`src/rtl/dim_pkg.sv`:
```
package dim_pkg;

	localparam int NUM_PORTS = 3;

	typedef logic [3:0] nibble_t;

	// one mii lane, dv qualifies the nibble
	typedef struct packed {
		logic    dv;
		nibble_t data;
	} mii_t;

	// header fields of a real-time frame
	typedef struct packed {
		logic        valid;
		logic [47:0] dest_mac;
		logic [15:0] eth_type;
		logic [7:0]  frt_type;
	} hdr_t;

	// timestamp triggers, slave role then master role
	typedef struct packed {
		logic frt0_s;
		logic sync_s;
		logic send_recvn_s;
		logic frt0_m;
		logic sync_m;
		logic send_recvn_m;
	} ts_trig_t;

	localparam logic [15:0] ETH_TYPE_RT = 16'h8907;

	localparam logic [7:0] FRT_TYPE_FRT0     = 8'h10;
	localparam logic [7:0] FRT_TYPE_SYNC_REQ = 8'h20;
	localparam logic [7:0] FRT_TYPE_SYNC_RSP = 8'h21;

	localparam logic [47:0] MAC_BCAST    = 48'hffff_ffff_ffff;
	localparam logic [47:0] MAC_SYNC_REQ = 48'h0100_5e00_0181;
	localparam logic [47:0] MAC_SYNC_RSP = 48'h0100_5e00_0182;

	// frt_type high nibble closes the header
	localparam int HDR_LAST_NIBBLE = 29;

endpackage

```
`src/rtl/frame_parser.sv`:
```
`timescale 1ns/1ps

module frame_parser (
	input  logic          i_clk,
	input  logic          i_rst_n,
	input  dim_pkg::mii_t i_stream,
	output dim_pkg::hdr_t o_hdr
);

	// nibble windows of the header fields
	localparam int MAC_LAST   = 11;
	localparam int TYPE_FIRST = 24;
	localparam int FRT_FIRST  = 28;
	localparam int CNT_SAT    = dim_pkg::HDR_LAST_NIBBLE + 1;
	localparam int CNT_W      = $clog2(CNT_SAT + 1);

	logic [CNT_W-1:0] cnt;
	logic [5:0]       mac_pos;
	logic [3:0]       type_pos;
	logic [2:0]       frt_pos;

	// low nibble first, field bytes msb first
	always_comb
	begin
		mac_pos  = 6'(40 - 8 * int'(cnt >> 1) + 4 * int'(cnt[0]));
		type_pos = 4'(8 - 8 * (int'(cnt >> 1) - TYPE_FIRST / 2) + 4 * int'(cnt[0]));
		frt_pos  = 3'(4 * int'(cnt[0]));
	end

	always_ff @(posedge i_clk or negedge i_rst_n)
	begin
		if (!i_rst_n)
		begin
			cnt   <= '0;
			o_hdr <= '0;
		end
		else if (!i_stream.dv)
		begin
			// fields stay, only valid drops between frames
			cnt         <= '0;
			o_hdr.valid <= 1'b0;
		end
		else
		begin
			if (cnt != CNT_W'(CNT_SAT))
				cnt <= cnt + 1'b1;
			if (cnt <= CNT_W'(MAC_LAST))
				o_hdr.dest_mac[mac_pos +: 4] <= i_stream.data;
			if (cnt >= CNT_W'(TYPE_FIRST) && cnt < CNT_W'(FRT_FIRST))
				o_hdr.eth_type[type_pos +: 4] <= i_stream.data;
			if (cnt >= CNT_W'(FRT_FIRST) && cnt <= CNT_W'(dim_pkg::HDR_LAST_NIBBLE))
				o_hdr.frt_type[frt_pos +: 4] <= i_stream.data;
			if (cnt == CNT_W'(dim_pkg::HDR_LAST_NIBBLE))
				o_hdr.valid <= 1'b1;
		end
	end

endmodule

```
`src/rtl/frame_delay.sv`:
```
`timescale 1ns/1ps

module frame_delay #(
	parameter int FWD_DELAY = 16
) (
	input  logic          i_clk,
	input  logic          i_rst_n,
	input  dim_pkg::mii_t i_stream,
	output dim_pkg::mii_t o_stream
);

	// cache stages, oldest nibble at the top index
	dim_pkg::mii_t pipe [FWD_DELAY];

	always_ff @(posedge i_clk or negedge i_rst_n)
	begin
		if (!i_rst_n)
		begin
			for (int i = 0; i < FWD_DELAY; i++)
				pipe[i] <= '0;
		end
		else
		begin
			pipe[0] <= i_stream;
			for (int i = 1; i < FWD_DELAY; i++)
				pipe[i] <= pipe[i-1];
		end
	end

	assign o_stream = pipe[FWD_DELAY-1];

endmodule

```
`src/rtl/port_tx_arbiter.sv`:
```
`timescale 1ns/1ps

module port_tx_arbiter #(
	parameter int PORT_ID = 0
) (
	input  logic                          i_clk,
	input  logic                          i_rst_n,
	input  logic                          i_sendtrig,
	input  dim_pkg::mii_t                 i_host,
	input  dim_pkg::mii_t                 i_fwd [dim_pkg::NUM_PORTS],
	input  logic [dim_pkg::NUM_PORTS-1:0] i_rx_dv,
	output dim_pkg::mii_t                 o_tx
);

	localparam int NP = dim_pkg::NUM_PORTS;

	// the two neighbours of this port
	localparam int LO_ID = (PORT_ID == 0) ? 1 : 0;
	localparam int HI_ID = (PORT_ID == 2) ? 1 : 2;

	// raw rx ports that hold off each neighbour
	localparam logic [NP-1:0] LO_MASK = NP'((1 << LO_ID) - 1);
	localparam logic [NP-1:0] HI_MASK = NP'((1 << HI_ID) - 1);

	typedef enum logic [1:0] {
		ST_IDLE,
		ST_SEND_SELF,
		ST_FWD_LO,
		ST_FWD_HI
	} state_t;

	state_t state;
	state_t state_nxt;

	logic trig_d;
	logic host_dv_d;
	logic lo_dv_d;
	logic hi_dv_d;
	logic trig_rise;
	logic host_end;
	logic lo_start;
	logic lo_end;
	logic hi_start;
	logic hi_end;

	assign trig_rise = i_sendtrig && !trig_d;
	assign host_end  = host_dv_d && !i_host.dv;
	assign lo_end    = lo_dv_d && !i_fwd[LO_ID].dv;
	assign hi_end    = hi_dv_d && !i_fwd[HI_ID].dv;

	// cached frame may start only if no lower port is receiving
	assign lo_start = i_fwd[LO_ID].dv && !lo_dv_d && ((i_rx_dv & LO_MASK) == '0);
	assign hi_start = i_fwd[HI_ID].dv && !hi_dv_d && ((i_rx_dv & HI_MASK) == '0);

	always_ff @(posedge i_clk or negedge i_rst_n)
	begin
		if (!i_rst_n)
		begin
			trig_d    <= 1'b0;
			host_dv_d <= 1'b0;
			lo_dv_d   <= 1'b0;
			hi_dv_d   <= 1'b0;
		end
		else
		begin
			trig_d    <= i_sendtrig;
			host_dv_d <= i_host.dv;
			lo_dv_d   <= i_fwd[LO_ID].dv;
			hi_dv_d   <= i_fwd[HI_ID].dv;
		end
	end

	always_comb
	begin
		state_nxt = state;
		case (state)
			ST_IDLE:
				if (trig_rise)
					state_nxt = ST_SEND_SELF;
				else if (lo_start)
					state_nxt = ST_FWD_LO;
				else if (hi_start)
					state_nxt = ST_FWD_HI;
			ST_SEND_SELF:
				if (host_end)
					state_nxt = ST_IDLE;
			ST_FWD_LO:
				if (lo_end)
					state_nxt = ST_IDLE;
				else if (trig_rise)
					state_nxt = ST_SEND_SELF;
			ST_FWD_HI:
				if (hi_end)
					state_nxt = ST_IDLE;
				else if (trig_rise)
					state_nxt = ST_SEND_SELF;
			default:
				state_nxt = ST_IDLE;
		endcase
	end

	// tx follows the source picked by the next state
	always_ff @(posedge i_clk or negedge i_rst_n)
	begin
		if (!i_rst_n)
		begin
			state <= ST_IDLE;
			o_tx  <= '0;
		end
		else
		begin
			state <= state_nxt;
			case (state_nxt)
				ST_SEND_SELF: o_tx <= i_host;
				ST_FWD_LO:    o_tx <= i_fwd[LO_ID];
				ST_FWD_HI:    o_tx <= i_fwd[HI_ID];
				default:      o_tx <= '0;
			endcase
		end
	end

endmodule

```
`src/rtl/ts_trigger.sv`:
```
`timescale 1ns/1ps

module ts_trigger (
	input  logic              i_clk,
	input  logic              i_rst_n,
	input  dim_pkg::hdr_t     i_rx_hdr,
	input  dim_pkg::hdr_t     i_host_hdr,
	output dim_pkg::ts_trig_t o_ts
);

	logic       rx_sync_req;
	logic       rx_sync_rsp;
	logic       rx_frt0;
	logic       host_sync_req;
	logic       host_sync_rsp;
	logic       host_frt0;
	logic       sync_s_lvl;
	logic       frt0_s_lvl;
	logic       send_s;
	logic       sync_m_lvl;
	logic       frt0_m_lvl;
	logic       send_m;
	logic [3:0] lvl;
	logic [3:0] lvl_d;
	logic [3:0] pulse;

	function automatic logic is_kind(
		input dim_pkg::hdr_t h,
		input logic [7:0]    frt,
		input logic [47:0]   mac
	);
		return h.valid && (h.eth_type == dim_pkg::ETH_TYPE_RT)
			&& (h.frt_type == frt) && (h.dest_mac == mac);
	endfunction

	assign rx_sync_req   = is_kind(i_rx_hdr, dim_pkg::FRT_TYPE_SYNC_REQ, dim_pkg::MAC_SYNC_REQ);
	assign rx_sync_rsp   = is_kind(i_rx_hdr, dim_pkg::FRT_TYPE_SYNC_RSP, dim_pkg::MAC_SYNC_RSP);
	assign rx_frt0       = is_kind(i_rx_hdr, dim_pkg::FRT_TYPE_FRT0, dim_pkg::MAC_BCAST);
	assign host_sync_req = is_kind(i_host_hdr, dim_pkg::FRT_TYPE_SYNC_REQ, dim_pkg::MAC_SYNC_REQ);
	assign host_sync_rsp = is_kind(i_host_hdr, dim_pkg::FRT_TYPE_SYNC_RSP, dim_pkg::MAC_SYNC_RSP);
	assign host_frt0     = is_kind(i_host_hdr, dim_pkg::FRT_TYPE_FRT0, dim_pkg::MAC_BCAST);

	// event levels, first match wins in each role
	always_ff @(posedge i_clk or negedge i_rst_n)
	begin
		if (!i_rst_n)
		begin
			{sync_s_lvl, frt0_s_lvl, send_s} <= 3'b000;
			{sync_m_lvl, frt0_m_lvl, send_m} <= 3'b000;
		end
		else
		begin
			// slave role
			if (rx_sync_rsp)
				{sync_s_lvl, frt0_s_lvl, send_s} <= 3'b100;
			else if (host_sync_req)
				{sync_s_lvl, frt0_s_lvl, send_s} <= 3'b101;
			else if (rx_frt0)
				{sync_s_lvl, frt0_s_lvl, send_s} <= 3'b010;
			else
				{sync_s_lvl, frt0_s_lvl, send_s} <= 3'b000;
			// master role
			if (rx_sync_req)
				{sync_m_lvl, frt0_m_lvl, send_m} <= 3'b100;
			else if (host_frt0)
				{sync_m_lvl, frt0_m_lvl, send_m} <= 3'b011;
			else if (host_sync_rsp)
				{sync_m_lvl, frt0_m_lvl, send_m} <= 3'b101;
			else
				{sync_m_lvl, frt0_m_lvl, send_m} <= 3'b000;
		end
	end

	assign lvl = {frt0_s_lvl, sync_s_lvl, frt0_m_lvl, sync_m_lvl};

	// one-cycle pulse on each rising level
	always_ff @(posedge i_clk or negedge i_rst_n)
	begin
		if (!i_rst_n)
		begin
			lvl_d <= '0;
			pulse <= '0;
		end
		else
		begin
			lvl_d <= lvl;
			pulse <= lvl & ~lvl_d;
		end
	end

	always_comb
	begin
		o_ts.frt0_s       = pulse[3];
		o_ts.sync_s       = pulse[2];
		o_ts.send_recvn_s = send_s;
		o_ts.frt0_m       = pulse[1];
		o_ts.sync_m       = pulse[0];
		o_ts.send_recvn_m = send_m;
	end

endmodule

```
`src/rtl/dim_switch_top.sv`:
```
`timescale 1ns/1ps

module dim_switch_top #(
	parameter int FWD_DELAY = 16
) (
	input  logic                          i_clk,
	input  logic                          i_rst_n,
	input  logic [dim_pkg::NUM_PORTS-1:0] i_sendtrig,
	input  dim_pkg::mii_t                 i_rx   [dim_pkg::NUM_PORTS],
	input  dim_pkg::mii_t                 i_host [dim_pkg::NUM_PORTS],
	output dim_pkg::mii_t                 o_tx   [dim_pkg::NUM_PORTS],
	output dim_pkg::ts_trig_t             o_ts   [dim_pkg::NUM_PORTS]
);

	// cached rx streams, shared by all arbiters
	dim_pkg::mii_t rx_dly [dim_pkg::NUM_PORTS];

	dim_pkg::hdr_t rx_hdr   [dim_pkg::NUM_PORTS];
	dim_pkg::hdr_t host_hdr [dim_pkg::NUM_PORTS];

	// raw receive activity for the priority rule
	logic [dim_pkg::NUM_PORTS-1:0] rx_dv;

	generate
		for (genvar p = 0; p < dim_pkg::NUM_PORTS; p++)
		begin : g_port
			assign rx_dv[p] = i_rx[p].dv;

			frame_delay #(
				.FWD_DELAY(FWD_DELAY)
			) u_delay (
				.i_clk    (i_clk),
				.i_rst_n  (i_rst_n),
				.i_stream (i_rx[p]),
				.o_stream (rx_dly[p])
			);

			frame_parser u_rx_parser (
				.i_clk    (i_clk),
				.i_rst_n  (i_rst_n),
				.i_stream (i_rx[p]),
				.o_hdr    (rx_hdr[p])
			);

			// host side, for send timestamps
			frame_parser u_host_parser (
				.i_clk    (i_clk),
				.i_rst_n  (i_rst_n),
				.i_stream (i_host[p]),
				.o_hdr    (host_hdr[p])
			);

			port_tx_arbiter #(
				.PORT_ID(p)
			) u_arbiter (
				.i_clk      (i_clk),
				.i_rst_n    (i_rst_n),
				.i_sendtrig (i_sendtrig[p]),
				.i_host     (i_host[p]),
				.i_fwd      (rx_dly),
				.i_rx_dv    (rx_dv),
				.o_tx       (o_tx[p])
			);

			ts_trigger u_ts (
				.i_clk      (i_clk),
				.i_rst_n    (i_rst_n),
				.i_rx_hdr   (rx_hdr[p]),
				.i_host_hdr (host_hdr[p]),
				.o_ts       (o_ts[p])
			);
		end
	endgenerate

endmodule

```
`config.mk`:
```
export PLATFORM = sky130hd
export DESIGN_NAME = dim_switch_top
export DESIGN_NICKNAME = d
export VERILOG_FILES = /design/src/rtl/dim_pkg.sv /design/src/rtl/frame_parser.sv /design/src/rtl/frame_delay.sv /design/src/rtl/port_tx_arbiter.sv /design/src/rtl/ts_trigger.sv /design/src/rtl/dim_switch_top.sv
export SDC_FILE = /design/constraint.sdc
export NUM_CORES = 1
export LEC_CHECK = 0
export BUFFER_PORTS_ARGS = -buffer_cell sky130_fd_sc_hd__buf_4
export CAP_MARGIN = 40
export CORE_UTILIZATION = 55
export CTS_CLUSTER_SIZE = 30
export DETAILED_ROUTE_END_ITERATION = 7
export PLACE_DENSITY = 0.78
export SLEW_MARGIN = 20
export SYNTH_ARGS = -nofsm -noshare
export SYNTH_HDL_FRONTEND = slang
export SYNTH_HIERARCHICAL = 1
export SYNTH_SLANG_ARGS = --single-unit
```
`constraint.sdc`:
```
create_clock -name i_clk -period 3.1 [get_ports i_clk]
set_input_delay 0.155 -clock i_clk [delete_from_list [all_inputs] [get_ports i_clk]]
set_output_delay 0.155 -clock i_clk [all_outputs]
set_load 0.03 [all_outputs]
```
==> results_dict.tcl <==
set metrics [dict create \
    seq_area_frac_synth_pct 62.3 \
    clk_latency_ns 0.63 \
    dp_hpwl_mm 50.6 \
    topRoutingLayerUsed "met4" \
    relSlewSlack_pct 35.8 \
    grt_max_degree 107 \
    die_y_microns 241 \
    met1_length_mm 31.7 \
    rsz0062_at_grt "no" \
    fmax_mhz 385 \
    synth_edf_count 0 \
    grt_pass1_wl_mm 123 \
    num_rows 87 \
    tritoncts "built" \
    grt_overflow 0 \
    layout.cells.non_filler 3456 \
    vdd_drop_max_uv 473 \
    antenna_found_initial 1 \
    synthCells 2499 \
    start_util_pct 55.7 \
    synth_area_sq_um 31400 \
    cp.arrival_ns 3.12 \
    htree_levels 3 \
    netlist.area_leader.share_pct 62.3 \
    wirelength_mm 76.8 \
    dieWidth_microns 241 \
    post-cts-setup-buffers 0 \
    comb_power_share_pct 11.0 \
    grt_pass1_vias 22200 \
    hold_viol 0 \
    drtPass1Iterations 6 \
    synth.area.top_cells "dfrtp_1 (62%), mux2_2 (4.7%), a22o_1 (3.3%)" \
    hp-start "i_sendtrig[1]" \
    p_int_w 0.0189 \
    crit_path_max_fanout 12 \
    crit_path_end_kind "flip-flop" \
    period_needed_ns 2.60 \
    io_pins 68 \
    vias 21600 \
    pwr-share-seq_pct 47.8 \
    cts_made_buffers 79 \
    track_usage_pct 27.3 \
    fin_worst_skew_ns 0.0137 \
    crit_path_start_kind "flip-flop" \
    final_max_slew_viol_count 0 \
    synthToLayoutAreaGrowth_pct 15.1 \
    cts-resized-gates 0 \
    synth.distinct_cells 83 \
    numPortBuffers 67 \
    swShare_pct 25.6 \
    clock-sinks 783 \
    ant_nets 0 \
    tns_ns 0 \
    met3_wirelength_mm 4.90 \
    cp_data_required_time_ns 3.62 \
    async_reset_ff_share_pct 100 \
    clkTransAtPathRegs_ns 0.06 \
    floorplan.die_area_sq_um 58100 \
    r2r_start "g_port[2].u_rx_parser/cnt[1]" \
    status "finished clean" \
    cp-startpoint "g_port[2].u_rx_parser/cnt[1]" \
    power.net_switching_w 0.00653 \
    drt-wirelength-per-cell_microns 22.2 \
    wl_met2_mm 37.5 \
    drc 0 \
    placed_cells 3283 \
    synth_seq_cells 783 \
    leakage_nw 16.6 \
    power_density_nw_per_um2 704 \
    yosysWarnings 6 \
    drt_iter0_drc 1823 \
    cap_violations 0 \
    cts_root_buf "clkbuf_16" \
    synth.avg_cell_area_sq_um 12.6 \
    nets 2712 \
    synth_flop_cell "dfrtp_1" \
    min_path_type "in -> reg" \
    gp_congestion 0.962 \
    clockBufferDepth 3 \
    clockPowerShare_pct 41.2 \
    setup_viol 0 \
    via_per_inst 6.24 \
    drive_gt1_share_pct 17.3 \
    n_fill_cell 4008 \
    criticalPathCategory "reg -> reg" \
    synth_top_cell_by_area "dfrtp_1" \
    tightest_slew_ns 0.963 \
    synth_nets 2569 \
    coreArea_sq_um 56500 \
    fin_crit_sh_pct 83.8 \
    whs_ns 0.200 \
]
[power by group through the flow]
stage / registers (W) / clock network (W) / logic (W)
2_1_floorplan: 0.0121 / 0 / 0.00175
3_3_place_gp: 0.0122 / 0 / 0.00260
3_5_place_dp: 0.0123 / 0 / 0.00273
4_1_cts: 0.0121 / 0.0107 / 0.00280
5_1_grt: 0.0123 / 0.0111 / 0.00306
6_report: 0.0122 / 0.0105 / 0.00281
[final cells by class]
type                       count  area (sq um)  share of cell area (%)
sequential                   783         19600                    54.1
multi-input combinational   1545         11100                    30.7
clock buffer                  98          2230                    6.17
timing repair buffer         154          1370                    3.80
tap                          756           946                    2.61
clock inverter                40           646                    1.78
inverter                      79           297                   0.819
antenna                        1          2.50                 0.00691
[Yosys cell counts (all sizes together), types with 14 or more instances]
| library cell | number |
|---|---|
| nor3 | 29 |
| nor4 | 99 |
| and4 | 15 |
| ha | 35 |
| a21oi | 14 |
| inv | 79 |
| nand2b | 25 |
| nor4b | 18 |
| and2 | 20 |
| dfrtp | 783 |
| mux2 | 148 |
| nor2b | 45 |
| a22o | 120 |
| and3 | 47 |
| nand3 | 57 |
| clkbuf | 46 |
| a21bo | 20 |
| mux2i | 60 |
| buf | 46 |
| o21ai | 93 |
| nand2 | 258 |
| o31ai | 45 |
| nand4 | 115 |
| nand4b | 18 |
| nor2 | 62 |
| nor3b | 16 |
[timing repair]
action | CTS | global route
hold endpoints to repair | 364 | 0
endpoints found under the setup margin | 0 | 0
hold buffers | 34 | 0
[sequential cells by signal, summed over array words and instances (netlist names)]
name	count
g_port.u_ts/sync_s_lvl	3
g_port.u_ts/send_s	3
g_port.u_ts/pulse	12
g_port.u_delay/o_stream	15
g_port.u_ts/send_m	3
g_port.u_delay/pipe	225
g_port.u_ts/sync_m_lvl	3
g_port.u_arbiter/host_dv_d	3
g_port.u_arbiter/o_tx	15
g_port.u_arbiter/lo_dv_d	3
g_port.u_arbiter/state	6
g_port.u_rx_parser/o_hdr	219
g_port.u_arbiter/trig_d	3
g_port.u_rx_parser/cnt	15
g_port.u_arbiter/hi_dv_d	3
g_port.u_ts/frt0_s_lvl	3
g_port.u_host_parser/o_hdr	219
g_port.u_host_parser/cnt	15
g_port.u_ts/frt0_m_lvl	3
g_port.u_ts/lvl_d	12
[per-layer routing]
| layer | vias to the layer above | GRT usage [%] |
|---|---|---|
| li1 | 9469 | - |
| met1 | 11000 | 36.2 |
| met2 | 896 | 44.7 |
| met3 | 206 | 4.36 |
| met4 | 0 | 11.7 |
| met5 | - | 0 |
[worst max-delay path, cell delays in order, from the launching register on]
cell     delay (ns)
dfrtp_1        0.57
inv_1          0.16
ha_1           0.53
and2b_1        0.25
nand3_1        0.14
a21oi_1        0.53
mux2i_1        0.32
[worst paths after layout]
path	slack [ns]	depth (start not counted)	endpoint
worst min register to register	0.34	0	g_port[2].u_delay/pipe[69]
worst max-delay path	0.50	6	g_port[2].u_rx_parser/o_hdr[41]
max in group asynchronous	1.87	3	g_port[2].u_delay/pipe[10]
min in group asynchronous	0.26	2	g_port[2].u_host_parser/o_hdr[13]
worst min-delay path	0.20	2	g_port[1].u_arbiter/trig_d
worst max register to register	0.50	6	g_port[2].u_rx_parser/o_hdr[41]
[placed cells by master, fill, tap and decap left out, types with 15 or more instances in the layout]
cell type,count
bufinv_16,16
nor4_1,96
nand4_1,115
nand3_1,54
and3_1,47
a22o_1,120
nand2b_1,25
and4_1,15
o31ai_1,44
dlygate4sd3_1,34
mux2_2,131
buf_4,109
o21ai_0,92
ha_1,35
and2_1,18
nor4b_1,15
clkbuf_16,82
nand4b_1,18
nor2_1,62
nand2_1,258
inv_1,79
dfrtp_1,783
nor2b_1,45
mux2i_1,60
a21bo_2,20
nor3_1,28
mux2_1,17
[through the flow]
stage	total power (W)	util (%)	area, sq um	setup slack (ns)
2_1_floorplan	0.0139	-	31400	0.778
3_3_place_gp	0.0148	58.3	33000	0.692
3_5_place_dp	0.0150	58.4	33000	0.598
4_1_cts	0.0257	64.1	36200	0.529
5_1_grt	0.0264	64.1	36200	0.311
6_report	0.0255	64.1	36200	0.503
[cell families after synthesis]
group / Yosys count / share of synthesized area [%]
simple gates: 910 / 16.8
mux: 209 / 7.28
buf+inv: 171 / 2.39
xor+xnor: 13 / 0.386
compound gates: 378 / 9.44
flops: 783 / 62.3
fa+ha+maj: 35 / 1.39
(Power assumes the default switching activity.)
